[config.mk]
export PLATFORM = sky130hd
export DESIGN_NAME = lane_steer
export DESIGN_NICKNAME = d
export VERILOG_FILES = /design/src/source/mem_pkg.sv /design/src/source/lane_steer.sv
export SDC_FILE = /design/constraint.sdc
export NUM_CORES = 1
export LEC_CHECK = 0
export BUFFER_PORTS_ARGS = -buffer_cell sky130_fd_sc_hd__buf_2
export CAP_MARGIN = 10
export CORE_MARGIN = 4
export CORE_UTILIZATION = 40
export DETAILED_ROUTE_END_ITERATION = 6
export GPL_TIMING_DRIVEN = 0
export PLACE_DENSITY_LB_ADDON = 0.08
export REMOVE_ABC_BUFFERS = 1
export SYNTH_ARGS = -nofsm -noshare
export SYNTH_HDL_FRONTEND = slang
export SYNTH_SLANG_ARGS = --single-unit
[constraint.sdc]
create_clock -name vclk -period 6.12
set_clock_uncertainty 0.15 [all_clocks]
set_input_delay 1.224 -clock vclk [all_inputs]
set_output_delay 1.224 -clock vclk [all_outputs]
set_load 0.005 [all_outputs]
[src/source/mem_pkg.sv]
package mem_pkg;

    // data and instruction words
    typedef logic [31:0] word_t;        // one 32-bit word, little endian

    // single byte, one bank entry
    typedef logic [7:0] byte_t;         // width of one bank

    // wishbone byte select
    typedef logic [3:0] sel_t;          // bit k -> byte a+k of the access

    // bank index
    typedef logic [1:0] lane_t;         // address mod 4

    // default byte address width
    localparam int DEFAULT_ADDR_W = 16; // 64 KiB, 16 KiB per bank

    // data front fsm
    typedef enum logic {
        FRONT_IDLE = 1'b0,              // waiting for cyc and stb
        FRONT_ACK  = 1'b1               // ack cycle of the accepted request
    } front_state_t;

    // the four banks are interleaved by address bits [1:0]
    // byte at address a lives in bank a[1:0], row a[ADDR_W-1:2]
    // a word at a covers banks a, a+1, a+2, a+3 (mod 4)
    // rows step by one when the lane index crosses bank 3
    // address arithmetic wraps at the memory size



endpackage

[src/source/lane_steer.sv]
`timescale 1ns/1ps

module lane_steer #(
    parameter int ADDR_W = mem_pkg::DEFAULT_ADDR_W  // byte address width
) (
    input  logic                        req_valid_i,    // accepted data request
    input  logic                        req_we_i,       // write request
    input  mem_pkg::sel_t               req_sel_i,      // selects in lane order
    input  logic [ADDR_W-1:0]           req_addr_i,     // data byte address
    input  mem_pkg::word_t              req_data_i,     // write word in lane order
    input  logic [ADDR_W-1:0]           fetch_addr_i,   // fetch byte address
    output logic [3:0][ADDR_W-3:0]      d_row_o,        // data row per bank
    output logic [3:0][ADDR_W-3:0]      f_row_o,        // fetch row per bank
    output logic [3:0]                  d_we_o,         // per bank write enable
    output mem_pkg::byte_t [3:0]        d_wbyte_o,      // per bank write byte
    output logic                        d_re_o          // data read enable
);

    mem_pkg::lane_t [3:0]       d_lane;     // lane that lands in bank b, data side
    mem_pkg::lane_t [3:0]       f_lane;     // same for fetch
    logic [3:0][ADDR_W-1:0]     d_baddr;    // full byte address per bank, data
    logic [3:0][ADDR_W-1:0]     f_baddr;    // full byte address per bank, fetch

    // bank b holds lane (b - a) mod 4 of the word at a
    always_comb begin
        for (int b = 0; b < 4; b++) begin
            d_lane[b] = mem_pkg::lane_t'(b - req_addr_i[1:0]);
            f_lane[b] = mem_pkg::lane_t'(b - fetch_addr_i[1:0]);

            // a + k, wraps at the top of memory
            d_baddr[b] = req_addr_i + {{(ADDR_W-2){1'b0}}, d_lane[b]};
            f_baddr[b] = fetch_addr_i + {{(ADDR_W-2){1'b0}}, f_lane[b]};

            d_row_o[b] = d_baddr[b][ADDR_W-1:2];   // drop bank bits
            f_row_o[b] = f_baddr[b][ADDR_W-1:2];

            // select bit and data byte follow the lane
            d_we_o[b]    = req_valid_i & req_we_i & req_sel_i[d_lane[b]];
            d_wbyte_o[b] = req_data_i[8*d_lane[b] +: 8];
        end
    end

    // reads fetch all four banks, sel only masks writes
    assign d_re_o = req_valid_i & ~req_we_i;

endmodule

==> metrics.csv, run 1 <==
metric;value;unit
finalHoldViolCount;0;
fill_cells;606;
start_util;42.1;%
vdd_ir_drop_max;0.0653;mV
hold_buffers;0;
drc;0;
min_path_type;input port to primary output;
boundaryPins;219;
worstPathRequired;4.75;ns
endpoint_kind;primary output;
crit_fanout;41;
die_w;87.6;um
netSwitchingPower;120;uW
synthToLayoutAreaGrowth;33.1;%
wl;7930;um
min_from;req_addr_i[15];
synth_cells;292;
hold_path_depth;2;
rows;28;
rsz0062_at_grt;false;
max_freq;181;MHz
firstDrtPassIters;4;
drive_above_1_share;56.9;%
dp_slack;0.544;ns
antenna_found_initial;0;
flops_and_latches;0;
tns;0;ns
yosys_warnings;0;
slew_headroom;26.9;%
nNetsFinal;536;
routabilityCongestion;0.825;
p_leak;1.66;nW
seq_area;0;um2
grt_pass1_vias;2495;
dr.first_iter.drc_count;52;
diodes;0;
fin_crit_sh;90.1;%
grt_pass1_wl;12100;um
ys_types;31;
syn_avg_cell_area;8.69;um2
hpwl;6840;um
report.final.slew_viol_count;0;
grt_overflow;0;
seqPwrFrac;0;%
setup_ws;0.603;ns
grt_max_degree;42;
track_usage;18.7;%
wl_per_cell;14.9;um
ant_nets;0;
coreArea;6030;um2
startpoint;req_addr_i[0];
synthesis.area;2540;um2
cap_viol_max_count;0;
setup_viol;0;
nClkBuffers;0;
critPathArrivalTime;4.14;ns
postCtsResizedCells;0;
p_sw_share;48.0;%
clkPwrFrac;0;%
vias;2731;
min_to;d_row_o[55];
cts_setup_buffers;0;
fin_crit;5.52;ns
critPathKind;input port to primary output;
p_int;130;uW
power_density;74.3;nW/um2
worst_pin_slew;1.10;ns
seq_area_frac_synth;0;%
avgViaCountPerCell;5.13;
status;completed;
port_buffers;219;
dieArea;7680;um2
combinationalPowerShare;100.0;%
die_y;87.6;um
start_kind;input port;
[cell families (layout without fill, tap and decap cells)]
| kind of cell | Yosys count | count (layout) | share of synthesized area (%) |
|---|---|---|---|
| adders and majority gates | 7 | 7 | 3.45 |
| buffers and inverters | 57 | 222 | 14.3 |
| muxes | 36 | 36 | 32.0 |
| xor gates and xnor gates | 81 | 81 | 28.0 |
| AOI/OAI and AO/OA | 6 | 6 | 1.78 |
| and+or+nand+nor | 105 | 105 | 20.6 |
[cells in the mapped netlist, types with 2 or more instances]
library cell,instances,share of area (%)
xnor2_1,38,13
and4_1,4,1.4
nor3_1,7,1.4
buf_2,10,2.0
buf_1,2,0.30
nand2_1,21,3.1
and3_1,8,2.0
buf_4,34,10
xor2_1,43,15
mux4_2,36,32
nand3_1,16,3.2
nand4_1,6,1.5
clkbuf_1,7,1.0
inv_1,3,0.44
nor2_1,32,4.7
nand2b_1,3,0.74
ha_1,7,3.5
and2_1,2,0.49
[cell type report]
cell class         count  area (um2)  share of cell area (%)
multi-input cells    235        2170                    64.4
well taps             75        93.8                    2.78
repair buffers       219        1100                    32.5
inverters              3        11.3                   0.334
[per-layer routing]
metal / vias to the layer above / share of wire [%] / track usage, %
met4: 0 / 0 / 0.139
met3: 0 / 11 / 3.67
met2: 123 / 51 / 34.2
li1: 1335 / - / -
met5: - / 0 / 0
met1: 1273 / 38 / 24.2
[stage by stage]
step	util, %	instances	cell area [um2]	hold WS [ns]	power [mW]
2_1_floorplan	-	238	2190	2.30	0.110
3_3_place_gp	56.0	532	3380	2.55	0.251
3_5_place_dp	56.0	532	3380	2.55	0.253
4_1_cts	56.0	532	3380	2.55	0.255
5_1_grt	56.0	532	3380	2.56	0.277
6_report	56.0	532	3380	2.54	0.251
[layout by cell type (no fill, tap or decap), drive strengths merged]
cell / Yosys / final
o2111ai: 1 / 1
nor3: 8 / 8
and3: 8 / 8
xor2: 43 / 43
xnor2: 38 / 38
mux4: 36 / 36
or3b: 1 / 1
inv: 3 / 3
or2b: 1 / 1
a31oi: 1 / 1
a31o: 1 / 1
nor2: 32 / 32
ha: 7 / 7
nand2: 22 / 22
nand4: 6 / 6
nand2b: 3 / 3
o211ai: 1 / 1
or3: 1 / 1
and2: 2 / 2
nand3: 16 / 16
o21ai: 2 / 2
and4: 4 / 4
nor2b: 1 / 1
buf: 47 / 219
[power by group through the flow]
stage	Combinational (mW)	Clock (mW)	Sequential, mW
floorplan	0.110	0	0
global placement	0.251	0	0
detailed placement	0.253	0	0
CTS	0.255	0	0
global route	0.277	0	0
finish	0.251	0	0
[worst max-delay path: stages]
cell,delay [ns]
buf_2,0.81
inv_1,0.16
ha_1,0.88
xnor2_1,0.24
o21ai_2,0.40
nand3_1,0.15
xnor2_1,0.15
buf_2,0.13
[worst max path at each step]
stage,endpoint,slack [ns],depth (start not counted)
after detailed placement,d_row_o[13],0.54,8
after global placement,d_row_o[13],0.59,8
final,d_row_o[3],0.60,8
after floorplan,d_row_o[13],2.03,6
after global routing,d_row_o[13],0.15,8
after CTS,d_row_o[13],0.52,8
Note: power is estimated with default switching activity, not from simulation.
==> run 2: changes to the inputs <==
- CORE_AREA: unset -> 2 2 86 88
- CORE_MARGIN: 4 -> unset
- CORE_UTILIZATION: 40 -> unset
- DIE_AREA: unset -> 0 0 88 90
- PLACE_DENSITY: unset -> 0.77
- PLACE_DENSITY_LB_ADDON: 0.08 -> unset
==> metrics.csv, run 2 (synthesis gave the netlist of run 1 again) <==
metric;value;unit;change
grt_pass1_vias;2618;;+4.9%
p_leak;1.66;nW;unchanged
report.final.slew_viol_count;0;;unchanged
critPathArrivalTime;4.23;ns;+0.09 ns
rsz0062_at_grt;false;;
track_usage;19.1;%;+0.40 points
flops_and_latches;0;;unchanged
vdd_ir_drop_max;0.0725;mV;+11%
drc;0;;unchanged
min_path_type;input port to primary output;;
coreArea;7020;um2;+17%
grt_max_degree;42;;unchanged
routabilityCongestion;0.863;;+4.6%
synthToLayoutAreaGrowth;34.3;%;
endpoint_kind;primary output;;
start_util;36.1;%;-6.0 points
firstDrtPassIters;4;;unchanged
ant_nets;0;;unchanged
max_freq;178;MHz;-1.5%
dieArea;7920;um2;+3.1%
antenna_found_initial;0;;unchanged
nClkBuffers;0;;unchanged
grt_overflow;0;;unchanged
port_buffers;219;;unchanged
postCtsResizedCells;0;;unchanged
final_util;48.5;%;-7.5 points
hold_ws;2.55;ns;+0.00510 ns
status;completed;;
grt_pass1_wl;12900;um;+6.5%
avgViaCountPerCell;5.11;;-0.50%
slew_headroom;26.5;%;-0.42 points
setup_viol;0;;unchanged
die_w;88;um;+0.43%
tns;0;ns;unchanged
seq_area;0;um2;unchanged
wl;8090;um;+2.0%
hold_buffers;0;;unchanged
drive_above_1_share;56.9;%;unchanged
diodes;0;;unchanged
nNetsFinal;536;;unchanged
start_kind;input port;;
power_density;74.5;nW/um2;+0.18%
dr.first_iter.drc_count;119;;+130%
boundaryPins;219;;unchanged
mostFrequentLayoutCells;buf_2 (219), xor2_1 (43), xnor2_1 (38), mux4_2 (36), nor2_1 (32);;
crit_fanout;41;;unchanged
critPathTopFamily;buffers and inverters;;
cpPeakStageDelay;0.92;ns;+0.04 ns
finalHoldViolCount;0;;unchanged
fin_crit;5.60;ns;+0.0858 ns
layout_commonest_cell;buf_2;;
worst_pin_slew;1.10;ns;+0.00637 ns
fin_crit_sh;91.5;%;+1.4 points
critPathKind;input port to primary output;;
hpwl;6820;um;-0.36%
crit_path_cell_trace;buf_2 > inv_1 > ha_1 > xnor2_1 > o21ai_2 > nand3_1 > xnor2_1 > buf_2;;
cap_viol_max_count;0;;unchanged
wl_per_cell;14.6;um;-2.4%
startpoint;req_addr_i[0];;
worstPathRequired;4.75;ns;about the same
die_y;90;um;+2.7%
rows;31;;+11%
min_from;req_addr_i[15];;
cp_num_buf_inv;3;;unchanged
vias;2840;;+4.0%
cts_setup_buffers;0;;unchanged
cp_slowest_cell;ha_1;;
## run 2: cell counts in the layout (fill, tap and decap cells not counted)
No cell type changed its count.
## run 2: final timing paths
kind / endpoint / slack (ns) / cells past startpoint
max: d_row_o[13] / 0.52 / 8
min: d_row_o[55] / 2.55 / 2
## run 2: final cells by class
cell class | instances | area, um2
fill | 697 | 3610
inverter | 3 | 11.3
multi-input combinational | 235 | 2170
tap | 99 | 124
timing repair buffer | 219 | 1100
## run 2: per-layer routing
metal	share of wire, %	vias to the layer above	GRT usage (%)
met5	0	-	0
met4	1.0	0	1.67
met3	8.6	8	3.40
met2	52	136	34.5
met1	39	1360	24.3
li1	-	1336	-
## run 2: report_power, final
group          leakage, nW  switching [mW]  internal, mW
Sequential               0               0             0
Combinational         1.66           0.123         0.130
Clock                    0               0             0
## run 2: metrics by stage
step                      std cells  worst slack, ns  cell area (um2)  power, mW
after floorplan                 238             2.03             2190      0.110
after global placement          556            0.648             3410      0.249
after detailed placement        556            0.499             3410      0.254
after CTS                       556            0.495             3410      0.255
after global routing            556            0.141             3410      0.277
final                           556            0.517             3410      0.254
