===== src/source/mem_pkg.sv =====
package mem_pkg;

    // data and instruction words
    typedef logic [31:0] word_t;        // one 32-bit word, little endian

    // single byte, one bank entry
    typedef logic [7:0] byte_t;         // width of one bank

    // wishbone byte select
    typedef logic [3:0] sel_t;          // bit k -> byte a+k of the access

    // bank index
    typedef logic [1:0] lane_t;         // address mod 4

    // default byte address width
    localparam int DEFAULT_ADDR_W = 16; // 64 KiB, 16 KiB per bank

    // data front fsm
    typedef enum logic {
        FRONT_IDLE = 1'b0,              // waiting for cyc and stb
        FRONT_ACK  = 1'b1               // ack cycle of the accepted request
    } front_state_t;

    // the four banks are interleaved by address bits [1:0]
    // byte at address a lives in bank a[1:0], row a[ADDR_W-1:2]
    // a word at a covers banks a, a+1, a+2, a+3 (mod 4)
    // rows step by one when the lane index crosses bank 3
    // address arithmetic wraps at the memory size



endpackage


===== src/source/read_realign.sv =====
`timescale 1ns/1ps

module read_realign #(
    parameter int ADDR_W = mem_pkg::DEFAULT_ADDR_W  // byte address width
) (
    input  logic                    clk,
    input  mem_pkg::byte_t [3:0]    d_rbyte_i,      // data bytes in bank order
    input  mem_pkg::byte_t [3:0]    f_rbyte_i,      // fetch bytes in bank order
    input  mem_pkg::lane_t          rd_lane_i,      // low bits of the read address
    input  logic [ADDR_W-1:0]       fetch_addr_i,   // current fetch address
    output mem_pkg::word_t          wb_dat_o,       // read word in lane order
    output mem_pkg::word_t          fetch_word_o    // fetched word in lane order
);

    mem_pkg::lane_t f_lane_q;   // fetch low bits, aligned with bank registers

    // fetch bytes are one cycle behind the address
    always_ff @(posedge clk) begin
        f_lane_q <= fetch_addr_i[1:0];
    end

    // lane k comes from bank (a + k) mod 4
    always_comb begin
        for (int k = 0; k < 4; k++) begin
            wb_dat_o[8*k +: 8]     = d_rbyte_i[mem_pkg::lane_t'(rd_lane_i + k)];
            fetch_word_o[8*k +: 8] = f_rbyte_i[mem_pkg::lane_t'(f_lane_q + k)];
        end
    end

    // lane 0 is byte a, lane 3 is byte a+3, little endian
    // rd_lane_i is only refreshed by accepted requests, so it stays
    // in step with d_rbyte_i through the ack cycle














endmodule


===== config.mk =====
export PLATFORM = sky130hd
export DESIGN_NAME = read_realign
export DESIGN_NICKNAME = d
export VERILOG_FILES = /design/src/source/mem_pkg.sv /design/src/source/read_realign.sv
export SDC_FILE = /design/constraint.sdc
export NUM_CORES = 1
export LEC_CHECK = 0
export ABC_AREA = 1
export BUFFER_PORTS_ARGS = -buffer_cell sky130_fd_sc_hd__buf_2
export CAP_MARGIN = 20
export CORE_MARGIN = 2
export CORE_UTILIZATION = 45
export DETAILED_ROUTE_END_ITERATION = 8
export GPL_ROUTABILITY_DRIVEN = 0
export PLACE_DENSITY = 0.87
export SETUP_SLACK_MARGIN = 0.4
export SLEW_MARGIN = 25
export SYNTH_ARGS = -nofsm -noshare
export SYNTH_HDL_FRONTEND = slang
export SYNTH_SLANG_ARGS = --single-unit

===== constraint.sdc =====
create_clock -name clk -period 2.75 [get_ports clk]
set_input_delay 0.1375 -clock clk [delete_from_list [all_inputs] [get_ports clk]]
set_output_delay 0.1375 -clock clk [all_outputs]
set_load 0.05 [all_outputs]

==> summary.txt, run 1 <==
Setup path
  – Arrival time worst endpoint: 1850 ps
  – Most Frequent Cell on Critical Path: nand2_1
  – Worst setup SP type: flip-flop
  – Critical path type: reg -> out
  – CP Buf/Inv Count: 1
  – Slowest-stage cell, CP: dfxtp_1
  – Max stage delay on crit path: 800 ps
  – Worst-path cell chain: nand2_1 > nand2_4 > nand2_1 > nand2_1 > buf_2
  – Data required, critical path: 2610 ps
  – Crit path capture type: output pin
  – CP top delay family: flip-flops
  – Max FO, Critical Path: 19

Die
  – Initial Util: 0.4635
  – Die X: 70.74 um
  – Core area: 4324 um2
  – Die height: 70.74 um
  – Rows: 24
  – Boundary Pins: 147
  – Die footprint: 5004 um2

Power
  – Clock power frac: 0.122
  – Comb power frac: 0.840
  – Cell leakage power: 1.949 nW
  – Share of power burned in registers: 0.038
  – NetSw: 0.6302 mW
  – Power Density: 366.0 nW/um2
  – Switching share of total power: 0.6677
  – Total internal power: 0.3136 mW
  – Maximum vdd drop: 0.3739 mV

Clocking
  – Hold Buf Count CTS: 0
  – Clock Path Buffers: 2
  – Sink Count: 2
  – Inserted Clock Buffers: 3
  – Post-CTS sizing: 0
  – Post-CTS setup repair buffer count: 0
  – Root Driver: clkbuf_8
  – H-Tree Level Count: 1
  – CTS tree: done
  – CTS clk-pin slew, worst paths: 30 ps

Final layout
  – Max FFs per register: 2
  – Ant diodes: 0
  – Top Registers: f_lane_q: 2 flops
  – Layout Area Growth over Synthesis: 28.65%
  – Layout cell share with drive strength beyond 1: 0.2632
  – Layout Nets: 655
  – Largest register by flop count: f_lane_q

STA
  – Tmin final: 1985 ps
  – RSZ-0062 raised after global routing: false
  – Final slew viol count: 0
  – Final setup viols: 0
  – Final period util: 0.7218
  – Worst Max-Slew Pin Slew: 765.3 ps
  – Slew margin rel.: 0.4891
  – F_max: 0.5038 GHz
  – Final number of hold-violating endpoints: 0
  – Final setup margin: 765.1 ps
  – Setup TNS: 0 ps

Place
  – Pre-CTS setup slack: 1003 ps
  – Port buffer count: 132
  – Hpwl dp: 4997 um

Routing
  – DR vias: 2989
  – Vias per inst: 4.805
  – Starting DRT DRC Count: 198
  – Per-cell routed wire length: 10.13 um
  – Post-DRT Antenna Nets: 0
  – Drt drc: 0
  – DRT Pass-1 Iters: 4
  – Drt total wl: 6301 um

Yosys
  – EDFF count, synth: 0
  – Top_reg_cell synth: dfxtp_1
  – Avg Cell Area, Syn: 4.376 um2
  – Mapped Nets: 541
  – Cell taking the most area after synthesis: nand2_1
  – Ranking of synthesized cells by area: nand2_1, nand3_1, inv_1
  – Proportion of synthesized flip-flops having asynchronous set or reset: 0
  – Post-Syn Instances: 458
  – Synthesized flop and latch total: 2
  – Top cell type's share of synthesized area: 0.5431
  – Synth Cell Area: 2004 um2
  – Distinct cell type count after synthesis: 11
  – Register area share after synthesis: 0.01998
  – Top-count cell post-synth: nand2_1
  – Commonest cells post-synth: nand2_1, inv_1, nand3_1
  – Synth warn: 0

Global routing
  – Antenna violations before repair: 0
  – Total global-route track usage: 0.2344
  – Global-route wire length before repair: 10160 um
  – Largest net degree at the start of global routing: 36
  – Number of global-route vias before repair: 2495
  – GRT Residual Overflow: 0

Status
  – Status: finished, final reports clean

Worst hold path
  – Worst hold start: fetch_addr_i[1]
  – Hold Path Depth: 1
  – Hold Path End: f_lane_q[1]
  – Min-Delay Path Class: in -> reg

Flow run
  – Maxcap violations: 0
[placed cells by master (no fill, tap or decap)]
cell type,n
buf_4,1
dfxtp_1,2
inv_6,3
nand2_1,290
inv_1,64
inv_4,1
nand2_2,6
clkbuf_8,3
nand3_1,64
buf_2,132
nand2_4,4
[area by class of cell]
type | count | area, um2
sequential | 2 | 40.04
tap | 52 | 65.06
multi-input combinational | 364 | 1491
inverter | 68 | 272.8
timing repair buffer | 133 | 668.1
clock buffer | 3 | 41.29
fill | 433 | 1745
[per-layer routing]
layer | global-route usage | share of wire
met5 | 0 | 0
met4 | 0.06289 | 0.019
met2 | 0.4528 | 0.49
met1 | 0.2697 | 0.41
met3 | 0.02564 | 0.080
[through the flow]
stage / utilization / std cells / hold WS, ps / total power [mW] / cell area [um2]
2_1_floorplan: - / 458 / 165.2 / 0.6589 / 2004
3_3_place_gp: 0.5868 / 619 / 240.5 / 0.8177 / 2537
3_5_place_dp: 0.5868 / 619 / 244.2 / 0.8267 / 2537
4_1_cts: 0.5964 / 622 / 27.82 / 0.9462 / 2579
5_1_grt: 0.5964 / 622 / 22.30 / 1.011 / 2579
6_report: 0.5964 / 622 / 30.77 / 0.9438 / 2579
[logic make-up after synthesis]
| logic type | share of synthesized area |
|---|---|
| buf+inv | 0.2360 |
| simple gates | 0.7441 |
| flops | 0.01998 |
[power groups by stage]
| stage | Sequential, mW | Combinational (mW) | Clock, mW |
|---|---|---|---|
| 2_1_floorplan | 0.0318 | 0.627 | 0 |
| 3_3_place_gp | 0.0360 | 0.782 | 0 |
| 3_5_place_dp | 0.0362 | 0.791 | 0 |
| 4_1_cts | 0.0359 | 0.792 | 0.118 |
| 5_1_grt | 0.0364 | 0.851 | 0.123 |
| 6_report | 0.0359 | 0.793 | 0.115 |
[worst max-delay path by stage]
stage,slack (ps),from,cells after the start,endpoint
5_1_grt,650,f_lane_q[1],5,fetch_word_o[14]
3_5_place_dp,1000,f_lane_q[1],5,fetch_word_o[9]
4_1_cts,780,f_lane_q[1],5,fetch_word_o[9]
2_1_floorplan,1470,f_lane_q[0],7,fetch_word_o[10]
6_report,770,f_lane_q[1],5,fetch_word_o[9]
3_3_place_gp,1050,f_lane_q[1],5,fetch_word_o[24]
No activity file was read; power rests on OpenSTA's default activity.
==> run 2, diff against run 1 <==
--- a/config.mk
+++ b/config.mk
@@ -5,14 +5,14 @@
 export SDC_FILE = /design/constraint.sdc
 export NUM_CORES = 1
 export LEC_CHECK = 0
-export ABC_AREA = 1
+export ABC_AREA = 0
 export BUFFER_PORTS_ARGS = -buffer_cell sky130_fd_sc_hd__buf_2
 export CAP_MARGIN = 20
 export CORE_MARGIN = 2
-export CORE_UTILIZATION = 45
+export CORE_UTILIZATION = 35
 export DETAILED_ROUTE_END_ITERATION = 8
 export GPL_ROUTABILITY_DRIVEN = 0
-export PLACE_DENSITY = 0.87
+export PLACE_DENSITY = 0.77
 export SETUP_SLACK_MARGIN = 0.4
 export SLEW_MARGIN = 25
 export SYNTH_ARGS = -nofsm -noshare
==> constraint.sdc (replaced) <==
create_clock -name clk -period 1.6 [get_ports clk]
set_input_delay 0.08 -clock clk [delete_from_list [all_inputs] [get_ports clk]]
set_output_delay 0.08 -clock clk [all_outputs]
set_load 0.05 [all_outputs]
==> run 2 against run 1 <==
Net effect:
- power increased by 100%
- routed wire length decreased by 13%
- global-route usage decreased by 5.4 points
- non-clock buffer count increased by 21
- critical path type unchanged
- critical endpoint is now fetch_word_o[23]
- largest power group unchanged
==> summary.txt, run 2 <==
Die
  – Die footprint: 5386 um2 (+7.6%)
  – Die X: 73.39 um (+3.7%)
  – Rows: 25 (+4.2%)
  – Die height: 73.39 um (+3.7%)
  – Boundary Pins: 147 (unchanged)
  – Core area: 4692 um2 (+8.5%)
  – Initial Util: 0.3592 (-0.1043)

Final layout
  – Final non-filler cell total: 277 (-55%)
  – Commonest cells after routing, fill and taps aside: buf_2, mux4_2, buf_8, buf_6, buf_4
  – Layout Area Growth over Synthesis: 79.21%
  – Ant diodes: 0 (unchanged)
  – Layout cell share with drive strength beyond 1: 0.9910 (+0.7279)
  – Multi-input logic area: 1441 um2 (-3.4%)
  – Top Registers: f_lane_q: 2 flops
  – Commonest non-fill, non-tap cell in the layout: buf_2
  – Finished Cell Area: 3020 um2 (+17%)
  – Largest register by flop count: f_lane_q
  – Layout Nets: 308 (-53%)
  – Filler Cell Count: 305 (-30%)
  – Seq. cell area: 47.55 um2 (+19%)
  – Max FFs per register: 2 (unchanged)

Yosys
  – Top_reg_cell synth: dfxtp_1
  – Top-count cell post-synth: mux4_2
  – Synth warn: 0 (unchanged)
  – Post-Syn Instances: 82 (-82%)
  – EDFF count, synth: 0 (unchanged)
  – Avg Cell Area, Syn: 20.55 um2 (+370%)
  – Commonest cells post-synth: mux4_2, buf_6, buf_12, buf_4, dfxtp_1
  – Top cell type's share of synthesized area: 0.8419 (+0.2988)
  – Proportion of synthesized flip-flops having asynchronous set or reset: 0 (unchanged)
  – Cell taking the most area after synthesis: mux4_2
  – Synthesized flop and latch total: 2 (unchanged)
  – Ranking of synthesized cells by area: mux4_2, buf_6, buf_12
  – Distinct cell type count after synthesis: 6 (-5)
  – Synth Cell Area: 1685 um2 (-16%)
  – Mapped Nets: 165 (-70%)
  – Register area share after synthesis: 0.02376 (+0.003781)

STA
  – Tmin final: 1574 ps
  – RSZ-0062 raised after global routing: true
  – Final setup margin: 26.01 ps (-739.1 ps)
  – F_max: 0.6353 GHz
  – Slew margin rel.: 0.8279 (+0.3388)
  – Final setup viols: 0 (unchanged)
  – Final number of hold-violating endpoints: 0 (unchanged)
  – Final slew viol count: 0 (unchanged)
  – Worst Max-Slew Pin Slew: 260.0 ps (-505.3 ps)
  – Final period util: 0.9837

Global routing
  – Total global-route track usage: 0.1805 (-0.05391)
  – Largest net degree at the start of global routing: 17 (-53%)
  – Global-route wire length before repair: 7617 um (-25%)
  – GRT Residual Overflow: 0 (unchanged)
  – Antenna violations before repair: 0 (unchanged)
  – Number of global-route vias before repair: 1610 (-35%)

Setup path
  – Worst setup SP type: flip-flop
  – Slowest-stage cell, CP: mux4_2
  – CP endpoint: fetch_word_o[23]
  – Number of stages on the worst setup path: 3 (-2)
  – CP Buf/Inv Count: 2 (+1)
  – CP top delay family: multiplexers
  – Worst Setup SP: f_lane_q[0]
  – Critical path type: reg -> out
  – Crit path capture type: output pin
  – Max stage delay on crit path: 520 ps (-280 ps)
  – Worst-path cell chain: clkbuf_16 > mux4_2 > buf_6
  – Data required, critical path: 1520 ps (-1090 ps)
  – Arrival time worst endpoint: 1490 ps (-360 ps)
  – Max FO, Critical Path: 6 (-13)

Status
  – Status: finished, final reports clean

Clocking
  – CTS tree: done
  – Inserted Clock Buffers: 3 (unchanged)
  – Root Driver: clkbuf_8
  – Clock Path Buffers: 2 (unchanged)
  – H-Tree Level Count: 1 (unchanged)
  – Sink Count: 2 (unchanged)
  – CTS clk-pin slew, worst paths: 30 ps (about the same)

Power
  – Maximum vdd drop: 0.6724 mV (+80%)
  – Cell leakage power: 1.295 nW (-34%)
  – Power Density: 626.8 nW/um2 (+71%)

Routing
  – Per-cell routed wire length: 19.75 um (+95%)
  – Drt drc: 0 (unchanged)
  – Vias per inst: 6.126 (+27%)
  – Post-DRT Antenna Nets: 0 (unchanged)
  – DRT Pass-1 Iters: 4 (unchanged)
  – DR vias: 1697 (-43%)
  – Drt total wl: 5471 um (-13%)
  – Starting DRT DRC Count: 30 (-85%)

Place
  – Pre-CTS setup slack: 233.3 ps (-770.1 ps)
  – Port buffer count: 132 (unchanged)
  – Placed insts: 259 (-58%)
  – Dpl cell area: 2315 um2 (-8.8%)

Flow run
  – Maxcap violations: 0 (unchanged)

Worst hold path
  – Min-Delay Path Class: in -> reg
-- run 2: layout make-up --
| cell class | instances | share of cell area |
|---|---|---|
| Timing Repair Buffer | 154 | 0.4710 |
| Sequential cell | 2 | 0.01574 |
| Clock buffer | 3 | 0.01367 |
| Tap cell | 54 | 0.02237 |
| Multi-Input combinational cell | 64 | 0.4772 |
-- run 2: worst min-delay path by stage --
stage / start / end / slack (ps) / cells after the start
2_1_floorplan: fetch_addr_i[0] / f_lane_q[0] / 110 / 0
3_3_place_gp: fetch_addr_i[1] / f_lane_q[1] / 180 / 1
3_5_place_dp: fetch_addr_i[1] / f_lane_q[1] / 180 / 1
4_1_cts: fetch_addr_i[0] / f_lane_q[0] / 500 / 2
5_1_grt: fetch_addr_i[1] / f_lane_q[1] / 520 / 2
6_report: fetch_addr_i[1] / f_lane_q[1] / 500 / 2
-- run 2: layer usage --
| metal | GRT usage | up-vias | wire (um) |
|---|---|---|---|
| li1 | - | 712 | - |
| met1 | 0.2049 | 841 | 1818 |
| met2 | 0.3343 | 130 | 2989 |
| met3 | 0.05761 | 14 | 587 |
| met4 | 0.03232 | 0 | 76 |
| met5 | 0 | - | 0 |
-- run 2: what timing repair did --
action / 4_1_cts / 5_1_grt
gates cloned: 6 / 2
endpoints found under the hold margin: 2 / 0
pin swaps: 0 / 0
hold buffers: 2 / 0
endpoints found under the setup margin: 64 / 44
setup buffers: 5 / 0
resized for setup: 68 / 56
-- run 2: logic make-up (layout without fill, tap and decap cells) --
group    Yosys count  after routing  synth area share
flops              2              2           0.02376
buf+inv           16            157            0.1188
mux               64             64            0.8575
-- run 2: power by group --
group          internal [mW]  total (mW)  switching [mW]  leakage [nW]
Clock                  0.160       0.209          0.0491        0.0216
Sequential            0.0518      0.0604         0.00857        0.0176
Combinational          0.704        1.62           0.919          1.26
Total                  0.916        1.89           0.977          1.30
-- run 2: per-stage QoR --
| stage | power, mW | TNS [ps] | hold slack [ps] | utilization |
|---|---|---|---|---|
| floorplan | 1.086 | 0 | 107.7 | - |
| global placement | 1.346 | 0 | 182.8 | 0.4933 |
| detailed placement | 1.357 | 0 | 183.6 | 0.4933 |
| CTS | 1.754 | 0 | 502.8 | 0.5915 |
| global route | 1.966 | -18.10 | 517.1 | 0.6437 |
| finish | 1.893 | 0 | 501.2 | 0.6437 |
