### src/source/mem_pkg.sv
package mem_pkg;

    // data and instruction words
    typedef logic [31:0] word_t;        // one 32-bit word, little endian

    // single byte, one bank entry
    typedef logic [7:0] byte_t;         // width of one bank

    // wishbone byte select
    typedef logic [3:0] sel_t;          // bit k -> byte a+k of the access

    // bank index
    typedef logic [1:0] lane_t;         // address mod 4

    // default byte address width
    localparam int DEFAULT_ADDR_W = 16; // 64 KiB, 16 KiB per bank

    // data front fsm
    typedef enum logic {
        FRONT_IDLE = 1'b0,              // waiting for cyc and stb
        FRONT_ACK  = 1'b1               // ack cycle of the accepted request
    } front_state_t;

    // the four banks are interleaved by address bits [1:0]
    // byte at address a lives in bank a[1:0], row a[ADDR_W-1:2]
    // a word at a covers banks a, a+1, a+2, a+3 (mod 4)
    // rows step by one when the lane index crosses bank 3
    // address arithmetic wraps at the memory size



endpackage

### src/source/wb_data_front.sv
`timescale 1ns/1ps

module wb_data_front #(
    parameter int ADDR_W = mem_pkg::DEFAULT_ADDR_W  // byte address width
) (
    input  logic                clk,
    input  logic                rst_n_i,
    input  logic                wb_cyc_i,       // bus cycle active
    input  logic                wb_stb_i,       // strobe, request valid
    input  logic                wb_we_i,        // 1 = write
    input  mem_pkg::sel_t       wb_sel_i,       // byte selects relative to adr
    input  logic [ADDR_W-1:0]   wb_adr_i,       // byte address, any alignment
    input  mem_pkg::word_t      wb_dat_i,       // write data
    output logic                wb_ack_o,       // one cycle per request
    output logic                req_valid_o,    // accept strobe toward steering
    output logic                req_we_o,
    output mem_pkg::sel_t       req_sel_o,
    output logic [ADDR_W-1:0]   req_addr_o,
    output mem_pkg::word_t      req_data_o,
    output mem_pkg::lane_t      rd_lane_o       // low addr bits of last access
);

    mem_pkg::front_state_t state_q;             // current fsm state
    mem_pkg::front_state_t state_d;             // next state
    mem_pkg::lane_t        rd_lane_q;           // lane of the accepted read

    // a request is taken only while idle, so ack is never high on accept
    assign req_valid_o = (state_q == mem_pkg::FRONT_IDLE) && wb_cyc_i && wb_stb_i;

    // request fields pass through in the accept cycle only
    assign req_we_o   = req_valid_o & wb_we_i;
    assign req_sel_o  = req_valid_o ? wb_sel_i : '0;
    assign req_addr_o = req_valid_o ? wb_adr_i : '0;
    assign req_data_o = req_valid_o ? wb_dat_i : '0;

    always_comb begin
        state_d = state_q;                      // hold by default
        case (state_q)
            mem_pkg::FRONT_IDLE: begin
                if (req_valid_o) begin
                    state_d = mem_pkg::FRONT_ACK;   // banks act at this edge
                end
            end
            mem_pkg::FRONT_ACK: begin
                state_d = mem_pkg::FRONT_IDLE;      // master sees ack, then moves on
            end
            default: state_d = mem_pkg::FRONT_IDLE;
        endcase
    end

    always_ff @(posedge clk) begin
        if (!rst_n_i) begin
            state_q <= mem_pkg::FRONT_IDLE;
        end else begin
            state_q <= state_d;
        end
    end

    // lane follows the bank capture edge
    always_ff @(posedge clk) begin
        if (req_valid_o) begin
            rd_lane_q <= wb_adr_i[1:0];         // rotation amount for read data
        end
    end

    assign wb_ack_o  = (state_q == mem_pkg::FRONT_ACK);   // registered ack
    assign rd_lane_o = rd_lane_q;

    // ack pulses are always separated by an idle cycle
    a_ack_single: assert property (@(posedge clk) disable iff (!rst_n_i)
        wb_ack_o |=> !wb_ack_o);

    // a write with no selected byte would ack without touching memory
    a_wr_sel_nonzero: assert property (@(posedge clk) disable iff (!rst_n_i)
        (req_valid_o && wb_we_i) |-> (wb_sel_i != '0));

endmodule

### config.mk
export PLATFORM = sky130hd
export DESIGN_NAME = wb_data_front
export DESIGN_NICKNAME = d
export VERILOG_FILES = /design/src/source/mem_pkg.sv /design/src/source/wb_data_front.sv
export SDC_FILE = /design/constraint.sdc
export NUM_CORES = 1
export LEC_CHECK = 0
export ABC_AREA = 1
export BUFFER_PORTS_ARGS = -buffer_cell sky130_fd_sc_hd__buf_2
export CAP_MARGIN = 20
export CORE_MARGIN = 4
export CORE_UTILIZATION = 22
export DETAILED_ROUTE_END_ITERATION = 12
export GPL_TIMING_DRIVEN = 0
export PLACE_DENSITY = 0.76
export SYNTH_ARGS = -nofsm -noshare
export SYNTH_HDL_FRONTEND = slang
export SYNTH_SLANG_ARGS = --single-unit
export TNS_END_PERCENT = 30
### constraint.sdc
create_clock -name clk -period 1.1 [get_ports clk]
set_clock_uncertainty 0.1 [all_clocks]
set_input_delay 0.11 -clock clk [delete_from_list [all_inputs] [get_ports clk]]
set_output_delay 0.11 -clock clk [all_outputs]
set_load 0.03 [all_outputs]
==> reports/results.md, run 1 <==
### Timing
• number of endpoints failing setup at the final stage: 56
• setup repair after global routing missed its margin: yes
• final hold slack: 0.1370 ns
• post-route minimum period: 1.408 ns
• post-route worst setup slack: -0.3077 ns
• Peak Freq: 0.7104 GHz
• max-slew violation count: 0
• period utilisation layout: 1.280
• post-route setup TNS: -15.66 ns
• transition time at the pin with the least slew margin: 0.1672 ns
• worst max-slew margin expressed relative to the limit: 0.8885
• number of hold violations in the final report: 0

### Run
• number of violations of the max-capacitance limit: 0

### Critical path
• data required time at the worst endpoint: 0.89 ns
• critical path, cell by cell: inv_2, nand3_4, buf_4, nor2_2, buf_4
• type of element capturing the critical path: output port
• most common cell type on the critical path: buf_4
• count of buffer and inverter cells on the critical path: 3
• type of element launching the critical path: flop
• start-to-end type of the worst setup path: flop to output port
• top cell family by delay on the critical path: buffers and inverters
• arrival time of the worst setup path: 1.20 ns
• crit path max-delay cell type: dfxtp_4
• CP Max Fanout: 7
• crit-path max cell delay: 0.33 ns

### Final layout
• Core Util, Final: 0.6519
• commonest non-fill, non-tap cell in the layout: buf_2
• fraction of layout cells with a size suffix above 1: 0.7333
• final net count: 298
• P&R area growth vs syn: 186.1%
• # diodes: 0
• top library cells by usage in the layout, fill and taps aside: 59 x buf_2, 54 x inv_1, 45 x buf_4

### Worst hold path
• Min-Delay Path Class: primary input to flop

### Status
• result of the run: complete, but fails checks
• violations in the final reports: setup timing

### Clocking
• number of CTS-inserted buffers: 3
• number of buffers between clock root and the deepest sink: 2
• clock slew seen by the registers of the worst setup and hold paths: 0.03 ns
• CTS tree: built
• clock insertion delay at the later pin of the skew report: 0.22 ns
• Clock Sinks: 3
• library cell used as clock root buffer: clkbuf_4
• deepest level of the CTS H-tree: 1

### Placement
• DP Worst Slack: -0.1841 ns
• Port Buf Inserts: 113
• RD Place Congestion: 0.6386
• Detail Placement HPWL: 2044 um

### Logic synthesis
• cells after synthesis: 119
• mean post-synth cell area: 4.700 sq um
• count of state elements after synthesis: 3
• combined area of all synthesized cells: 559.3 sq um
• number of warnings reported in the yosys synthesis log: 0
• Synthesized Nets: 176
• sequential fraction of the synthesis area: 0.1432
• number of distinct library cell variants in the gate-level netlist after synthesis: 7

### Drt
• routed vias: 1050
• number of iterations in the first detailed-routing pass: 3
• sum of met2 wire segment lengths after detailed routing: 1402 um
• starting DRC count in detailed routing: 21
• number of DRC violations after detailed routing: 0
• number of nets with antenna violations after routing: 0
• uppermost metal layer occupied by signal nets: met4
• length of routed wiring on met1: 775 um
• wire per inst: 9.648 um
• routed length on met3: 377 um
• Vias per Instance: 3.889
• overall routed net length: 2605 um

### GRT
• vias in the first global route: 927
• maximum number of pins on one net before global-route repair: 11
• overflow left after global routing: 0
• Overall Global Routing Usage: 0.1393
• initial antenna violation count: 0
• first-pass GRT wire length: 3788 um

### Power and ir drop
• peak supply drop: 0.4829 mV
• cell leakage power: 0.001029 uW
• power density relative to cell area: 589.4 mW/mm^2

### Floorplan
• IO Pins: 114
• row cnt: 18
• Floorplan Core Area: 0.002455 sq mm
• Initial Util: 0.2278
• Die Footprint: 0.003413 sq mm
• die boundary height: 58.42 um
• horizontal die dimension: 58.42 um

## cell families (layout without fill, tap and decap cells)
kind of cell,after synthesis,after routing,synth area share
buf+inv,61,182,0.4631
simple gates,55,55,0.3937
flops,3,3,0.1432
## routing by layer
metal,GRT usage,up-vias
met1,0.1296,438
met4,0.04636,0
met2,0.2743,64
met3,0.05044,6
met5,0,-
li1,-,542
## stage by stage
stage,cells,total power (uW),cell area (sq um)
floorplan,119,481.2,721.9
global placement,262,663.2,1325
detailed placement,262,670.6,1325
CTS,270,954.3,1584
global route,270,1007,1600
finish,270,943.2,1600
## report_power, final
part           leakage, uW  internal [uW]  switching, uW
clock network    0.0000150            136           51.5
logic             0.000986            263            366
registers        0.0000276            125           1.48
## worst register-to-register path: cells and delay by family (launching register included)
kind / cells / cell delay, ns
buf+inv: 3 / 0.35
flops: 1 / 0.33
simple gates: 1 / 0.14
## state kept, by name (all words and copies together) (netlist names)
register / count
wb_ack_o: 1
rd_lane_o: 2
## final cells by class
cell class,instances,area [sq um]
plain buffers,5,72.57
clock buffers,4,26.28
fillers,238,854.6
inverters,56,214.0
multi-input cells,55,390.4
flip-flops and latches,3,83.83
well taps,30,37.54
repair buffers,117,775.7
## final timing paths
| kind | slack (ns) | end | cells after the start | startpoint |
|---|---|---|---|---|
| hold / removal | 0.14 | wb_ack_o$_SDFF_PP0_ | 3 | wb_stb_i |
| hold reg to reg | 0.48 | wb_ack_o$_SDFF_PP0_ | 3 | wb_ack_o$_SDFF_PP0_ |
| setup reg to reg | -0.09 | rd_lane_o[0]$_DFFE_PP_ | 4 | wb_ack_o$_SDFF_PP0_ |
| setup / recovery | -0.31 | req_we_o | 5 | wb_ack_o$_SDFF_PP0_ |
## timing repair
action | CTS | global route
setup endpoints to repair | 56 | 56
resized for setup | 69 | 4
setup buffers | 1 | 0
endpoints found under the hold margin | 3 | 0
pin swaps | 1 | 0
gates cloned | 0 | 0
hold buffers | 3 | 0
## cells in the mapped netlist, drive strengths merged
cell,number,area (sq um)
dfxtp,1,20.02
buf,5,48.79
nor2,54,202.7
nand3,1,17.52
edfxtp,2,60.06
inv,56,210.2
Power figures use the tool's default switching activity.
==> run 2, diff against run 1 <==
PLACE_DENSITY = unset   (was 0.76)
PLACE_DENSITY_LB_ADDON = 0.12   (was unset)
==> reports/results.md, run 2 (synthesis gave the netlist of run 1 again) <==
### Status
• result of the run: complete, but fails checks
• violations in the final reports: setup timing

### Critical path
• type of element launching the critical path: flop
• data required time at the worst endpoint: 0.89 ns, about the same
• arrival time of the worst setup path: 1.21 ns, about the same
• critical path, cell by cell: inv_2, nand3_4, buf_6, nor2_2, buf_4
• CP Max Fanout: 10, +3
• register-to-register path setup slack: -0.11 ns, -0.02 ns
• type of element capturing the critical path: output port
• cell count of the worst reg-to-reg path: 4, unchanged
• top cell family by delay on the critical path: buffers and inverters
• crit-path max cell delay: 0.33 ns, about the same
• capturing point of the worst reg2reg path: rd_lane_o[0]$_DFFE_PP_
• worst flop-to-flop path startpoint: wb_ack_o$_SDFF_PP0_
• count of buffer and inverter cells on the critical path: 3, unchanged
• crit path max-delay cell type: dfxtp_4
• start-to-end type of the worst setup path: flop to output port

### Final layout
• final net count: 298, unchanged
• # diodes: 0, unchanged
• Final Instance Area: 0.001698 sq mm, +6.1%
• flip-flop count of the largest register after layout: 2, unchanged
• P&R area growth vs syn: 203.6%
• top library cells by usage in the layout, fill and taps aside: 59 x buf_2, 54 x inv_1, 39 x nor2_2
• fraction of layout cells with a size suffix above 1: 0.7458, +0.01250
• commonest non-fill, non-tap cell in the layout: buf_2
• Core Util, Final: 0.6916, +0.03975

### Timing
• number of endpoints failing setup at the final stage: 56, unchanged
• number of hold violations in the final report: 0, unchanged
• setup repair after global routing missed its margin: yes
• Peak Freq: 0.7020 GHz, -1.2%
• transition time at the pin with the least slew margin: 0.1858 ns, +0.01860 ns
• post-route worst setup slack: -0.3245 ns, -0.01689 ns
• post-route minimum period: 1.425 ns, +0.01689 ns
• period utilisation layout: 1.295, +0.01535
• max-slew violation count: 0, unchanged
• worst max-slew margin expressed relative to the limit: 0.8761, -0.01240

### Power and ir drop
• cell leakage power: 0.001048 uW, +1.8%
• Switching Power: 428.2 uW, +2.1%
• switching share of power: 0.4403, -0.004429
• peak supply drop: 0.6622 mV, +37%
• portion of total power attributed to sequential cells: 0.130, -0.004
• share of total power in combinational logic: 0.681, +0.013
• internal power component: 544.4 uW, +3.9%
• total design power: 972.6 uW, +3.1%
• proportion of power drawn by the clock network: 0.189, -0.009
• power density relative to cell area: 572.8 mW/mm^2, -2.8%

### GRT
• maximum number of pins on one net before global-route repair: 11, unchanged
• initial antenna violation count: 0, unchanged
• vias in the first global route: 893, -3.7%
• first-pass GRT wire length: 3698 um, -2.4%
• Overall Global Routing Usage: 0.1370, -0.002269
• overflow left after global routing: 0, unchanged

### Drt
• starting DRC count in detailed routing: 6, -71%
• number of iterations in the first detailed-routing pass: 3, unchanged
• routed vias: 1024, -2.5%
• number of nets with antenna violations after routing: 0, unchanged
• number of DRC violations after detailed routing: 0, unchanged
• Vias per Instance: 3.793, -2.5%
• wire per inst: 9.193 um, -4.7%
• overall routed net length: 2482 um, -4.7%

### Clocking
• clock insertion delay at the later pin of the skew report: 0.23 ns, about the same
• Clock Sinks: 3, unchanged
• number of buffers between clock root and the deepest sink: 2, unchanged
• number of CTS-inserted buffers: 3, unchanged
• deepest level of the CTS H-tree: 1, unchanged
• library cell used as clock root buffer: clkbuf_4
• CTS tree: built
• clock slew seen by the registers of the worst setup and hold paths: 0.03 ns, about the same

### Placement
• Port Buf Inserts: 113, unchanged
• DP Worst Slack: -0.1901 ns, -0.006058 ns
• RD Place Congestion: 0.6509, +1.9%
• post-placement cell area: 0.001325 sq mm, unchanged
• Detail Placement HPWL: 1910 um, -6.6%

### Worst hold path
• WHS Path Cells: 3, unchanged
• Min-Delay Path Class: primary input to flop
• origin of the worst min-delay path: wb_stb_i
• end point of the most critical hold path: wb_ack_o$_SDFF_PP0_

### Run
• number of violations of the max-capacitance limit: 0, unchanged

### Floorplan
• Initial Util: 0.2278, unchanged
• IO Pins: 114, unchanged
• row cnt: 18, unchanged
• horizontal die dimension: 58.42 um, unchanged
• Die Footprint: 0.003413 sq mm, unchanged
• Floorplan Core Area: 0.002455 sq mm, unchanged
• die boundary height: 58.42 um, unchanged

[run 2: cell counts in the layout (fill, tap and decap cells not counted)]
No cell type changed its count.
[run 2: worst max path at each step]
| stage | from | end | cells past startpoint |
|---|---|---|---|
| 2_1_floorplan | wb_ack_o$_SDFF_PP0_ | rd_lane_o[0]$_DFFE_PP_ | 4 |
| 3_3_place_gp | wb_ack_o$_SDFF_PP0_ | req_data_o[19] | 5 |
| 3_5_place_dp | wb_ack_o$_SDFF_PP0_ | req_data_o[21] | 5 |
| 4_1_cts | wb_ack_o$_SDFF_PP0_ | req_data_o[30] | 5 |
| 5_1_grt | wb_ack_o$_SDFF_PP0_ | req_addr_o[12] | 5 |
| 6_report | wb_ack_o$_SDFF_PP0_ | req_addr_o[13] | 5 |
[run 2: power groups by stage]
stage	registers [uW]	clock network (uW)	logic, uW
global placement	128	0	536
floorplan	138	0	344
detailed placement	128	0	539
global route	127	216	709
CTS	127	195	657
finish	126	184	662
[run 2: per-layer routing]
metal	share of wire	up-vias	wire, um	GRT usage
met1	0.29	411	722	0.1415
li1	-	544	-	-
met4	0.012	0	31	0.03974
met2	0.54	65	1344	0.2424
met5	0	-	0	0
met3	0.15	4	383	0.06798
[run 2: worst reg2reg max path: stages (launching register included)]
cell and delay, ns:
dfxtp_4 0.33, inv_2 0.06, nand3_4 0.15, buf_8 0.20, clkinvlp_4 0.08
[run 2: timing repair]
item	in CTS	in global routing
gates resized for setup	91	4
endpoints found under the setup margin	56	56
pin swaps	1	0
endpoints found under the hold margin	3	0
buffers inserted	1	0
hold buffers	3	0
[run 2: layout make-up]
class,instances,area (sq um)
flip-flops and latches,3,83.83
plain buffers,5,72.57
multi-input cells,55,422.9
fillers,223,757.0
clock buffers,4,26.28
inverters,56,214.0
well taps,30,37.54
repair buffers,117,840.8
[run 2: through the flow]
stage                     instances  TNS (ns)  hold slack, ns
after detailed placement        262    -6.520          0.2020
after global routing            270    -21.43          0.1688
after floorplan                 119    -6.770          0.1089
after global placement          262    -6.167          0.2032
after CTS                       270    -18.43          0.1528
final                           270    -16.78          0.1482
==> run 3, diff against run 2 <==
CORE_UTILIZATION = 23   (was 22)
CTS_BUF_LIST = sky130_fd_sc_hd__clkbuf_8   (was unset)
==> reports/results.md, run 3 (synthesis gave the netlist of run 1 again) <==
### Clocking
• clock insertion delay at the later pin of the skew report: 0.21 ns, -0.02 ns
• number of buffers added for setup after CTS: 0, -1
• number of buffers between clock root and the deepest sink: 2, unchanged
• CTS tree: built
• Clock Sinks: 3, unchanged
• deepest level of the CTS H-tree: 1, unchanged
• clock slew seen by the registers of the worst setup and hold paths: 0.03 ns, about the same
• number of CTS-inserted buffers: 3, unchanged
• library cell used as clock root buffer: clkbuf_8

### GRT
• overflow left after global routing: 0, unchanged
• initial antenna violation count: 0, unchanged
• met3 Resource Use GR: 0.06335, -0.004634
• met2 Track Usage GR: 0.3181, +0.07568
• vias in the first global route: 1003, +12%
• first-pass GRT wire length: 4243 um, +15%
• met1 routing resource usage after global routing: 0.1478, +0.006315
• layer carrying the most global-route usage: met2
• Overall Global Routing Usage: 0.1594, +0.02240
• maximum number of pins on one net before global-route repair: 11, unchanged

### Final layout
• fraction of layout cells with a size suffix above 1: 0.7292, -0.01667
• P&R area growth vs syn: 200.9%
• flip-flop count of the largest register after layout: 2, unchanged
• fill cell count: 210, -5.8%
• Final Instance Area: 0.001683 sq mm, -0.88%
• # diodes: 0, unchanged
• commonest non-fill, non-tap cell in the layout: buf_2
• final net count: 298, unchanged
• top library cells by usage in the layout, fill and taps aside: 59 x buf_2, 55 x inv_1, 35 x nor2_2

### Power and ir drop
• cell leakage power: 0.001052 uW, +0.45%
• power density relative to cell area: 647.9 mW/mm^2, +13%
• peak supply drop: 0.8420 mV, +27%

### Timing
• setup repair after global routing missed its margin: yes
• Peak Freq: 0.7224 GHz, +2.9%
• post-route worst setup slack: -0.2843 ns, +0.04028 ns
• transition time at the pin with the least slew margin: 0.1638 ns, -0.02202 ns
• final hold slack: 0.1203 ns, -0.02783 ns
• number of endpoints failing setup at the final stage: 56, unchanged
• period utilisation layout: 1.258, -0.03662
• worst max-slew margin expressed relative to the limit: 0.8915, +0.01543
• number of hold violations in the final report: 0, unchanged
• post-route minimum period: 1.384 ns, -0.04028 ns
• max-slew violation count: 0, unchanged

### Placement
• post-placement cell area: 0.001323 sq mm, -0.19%
• RD Place Congestion: 0.7226, +11%
• Port Buf Inserts: 113, unchanged
• Detail Placement HPWL: 1990 um, +4.2%

### Run
• number of violations of the max-capacitance limit: 0, unchanged

### Critical path
• worst flop-to-flop path startpoint: wb_ack_o$_SDFF_PP0_
• type of element launching the critical path: flop
• CP Launch Point: wb_ack_o$_SDFF_PP0_
• data required time at the worst endpoint: 0.89 ns, about the same
• CP Max Fanout: 10, unchanged
• type of element capturing the critical path: output port
• arrival time of the worst setup path: 1.17 ns, -0.04 ns
• start-to-end type of the worst setup path: flop to output port

### Floorplan
• Initial Util: 0.2481, +0.02023
• Floorplan Core Area: 0.002255 sq mm, -8.2%
• row cnt: 17, -1
• die boundary height: 57.31 um, -1.9%
• IO Pins: 114, unchanged
• horizontal die dimension: 57.31 um, -1.9%
• Die Footprint: 0.003284 sq mm, -3.8%

### Drt
• Vias per Instance: 3.806, +0.35%
• overall routed net length: 2675 um, +7.8%
• routed vias: 1020, -0.39%
• starting DRC count in detailed routing: 18, +12
• number of DRC violations after detailed routing: 0, unchanged
• number of iterations in the first detailed-routing pass: 2, -1
• wire per inst: 9.981 um, +8.6%
• number of nets with antenna violations after routing: 0, unchanged

### Worst hold path
• origin of the worst min-delay path: wb_cyc_i
• Min-Delay Path Class: primary input to flop

### Status
• violations in the final reports: setup timing
• result of the run: complete, but fails checks

-- run 3: cell types whose count changed in the layout (fill, tap and decap cells not counted), sizes merged --
cell and change:
inv +1, nand3 +1, clkbuf -1, buf -1
-- run 3: cell type report --
type                       count  area, sq um  area share
clock inverter                 1        3.754    0.002230
clock buffer                   3        41.29     0.02454
tap                           28        35.03     0.02082
multi-input combinational     56        422.9      0.2513
sequential                     3        83.83     0.04981
inverter                      56        216.5      0.1286
timing repair buffer         116        805.8      0.4788
buffer                         5        73.82     0.04387
-- run 3: worst paths after layout --
check                                end  slack, ns  depth (start not counted)
setup reg to reg  rd_lane_o[0]$_DFFE_PP_      -0.09                          4
hold / removal       wb_ack_o$_SDFF_PP0_       0.12                          3
hold reg to reg      wb_ack_o$_SDFF_PP0_       0.46                          3
setup / recovery           req_addr_o[8]      -0.28                          5
-- run 3: repair_timing --
action / in CTS / in global routing
pin swaps: 1 / 0
gates cloned: 1 / 0
resized for setup: 79 / 9
hold endpoints to repair: 3 / 0
hold buffers: 3 / 0
setup endpoints to repair: 56 / 56
-- run 3: worst max-delay path: stages, from the launching register on --
cell and delay (ns):
dfxtp_4 0.34, inv_4 0.06, nand3_4 0.12, buf_6 0.19
nor2_2 0.09, buf_4 0.16
-- run 3: metrics by stage --
stage / TNS, ns / worst slack, ns / std cells / utilization / total power (uW)
floorplan: -6.770 / -0.2184 / 119 / - / 481.2
global placement: -5.947 / -0.1789 / 260 / 0.5866 / 663.2
detailed placement: -6.193 / -0.1861 / 260 / 0.5866 / 667.6
CTS: -15.18 / -0.2999 / 268 / 0.7264 / 1087
global route: -18.07 / -0.3705 / 268 / 0.7464 / 1164
finish: -13.88 / -0.2843 / 268 / 0.7464 / 1090
-- run 3: power breakdown --
part	switching (uW)	total, uW	internal [uW]
combinational	376	651	275
clock	74.4	312	238
sequential	2.08	127	125
-- run 3: routing by layer --
metal | up-vias | part of all wire
met2 | 63 | 0.55
met5 | - | 0
met3 | 2 | 0.15
met1 | 410 | 0.29
li1 | 545 | -
met4 | 0 | 0.0037
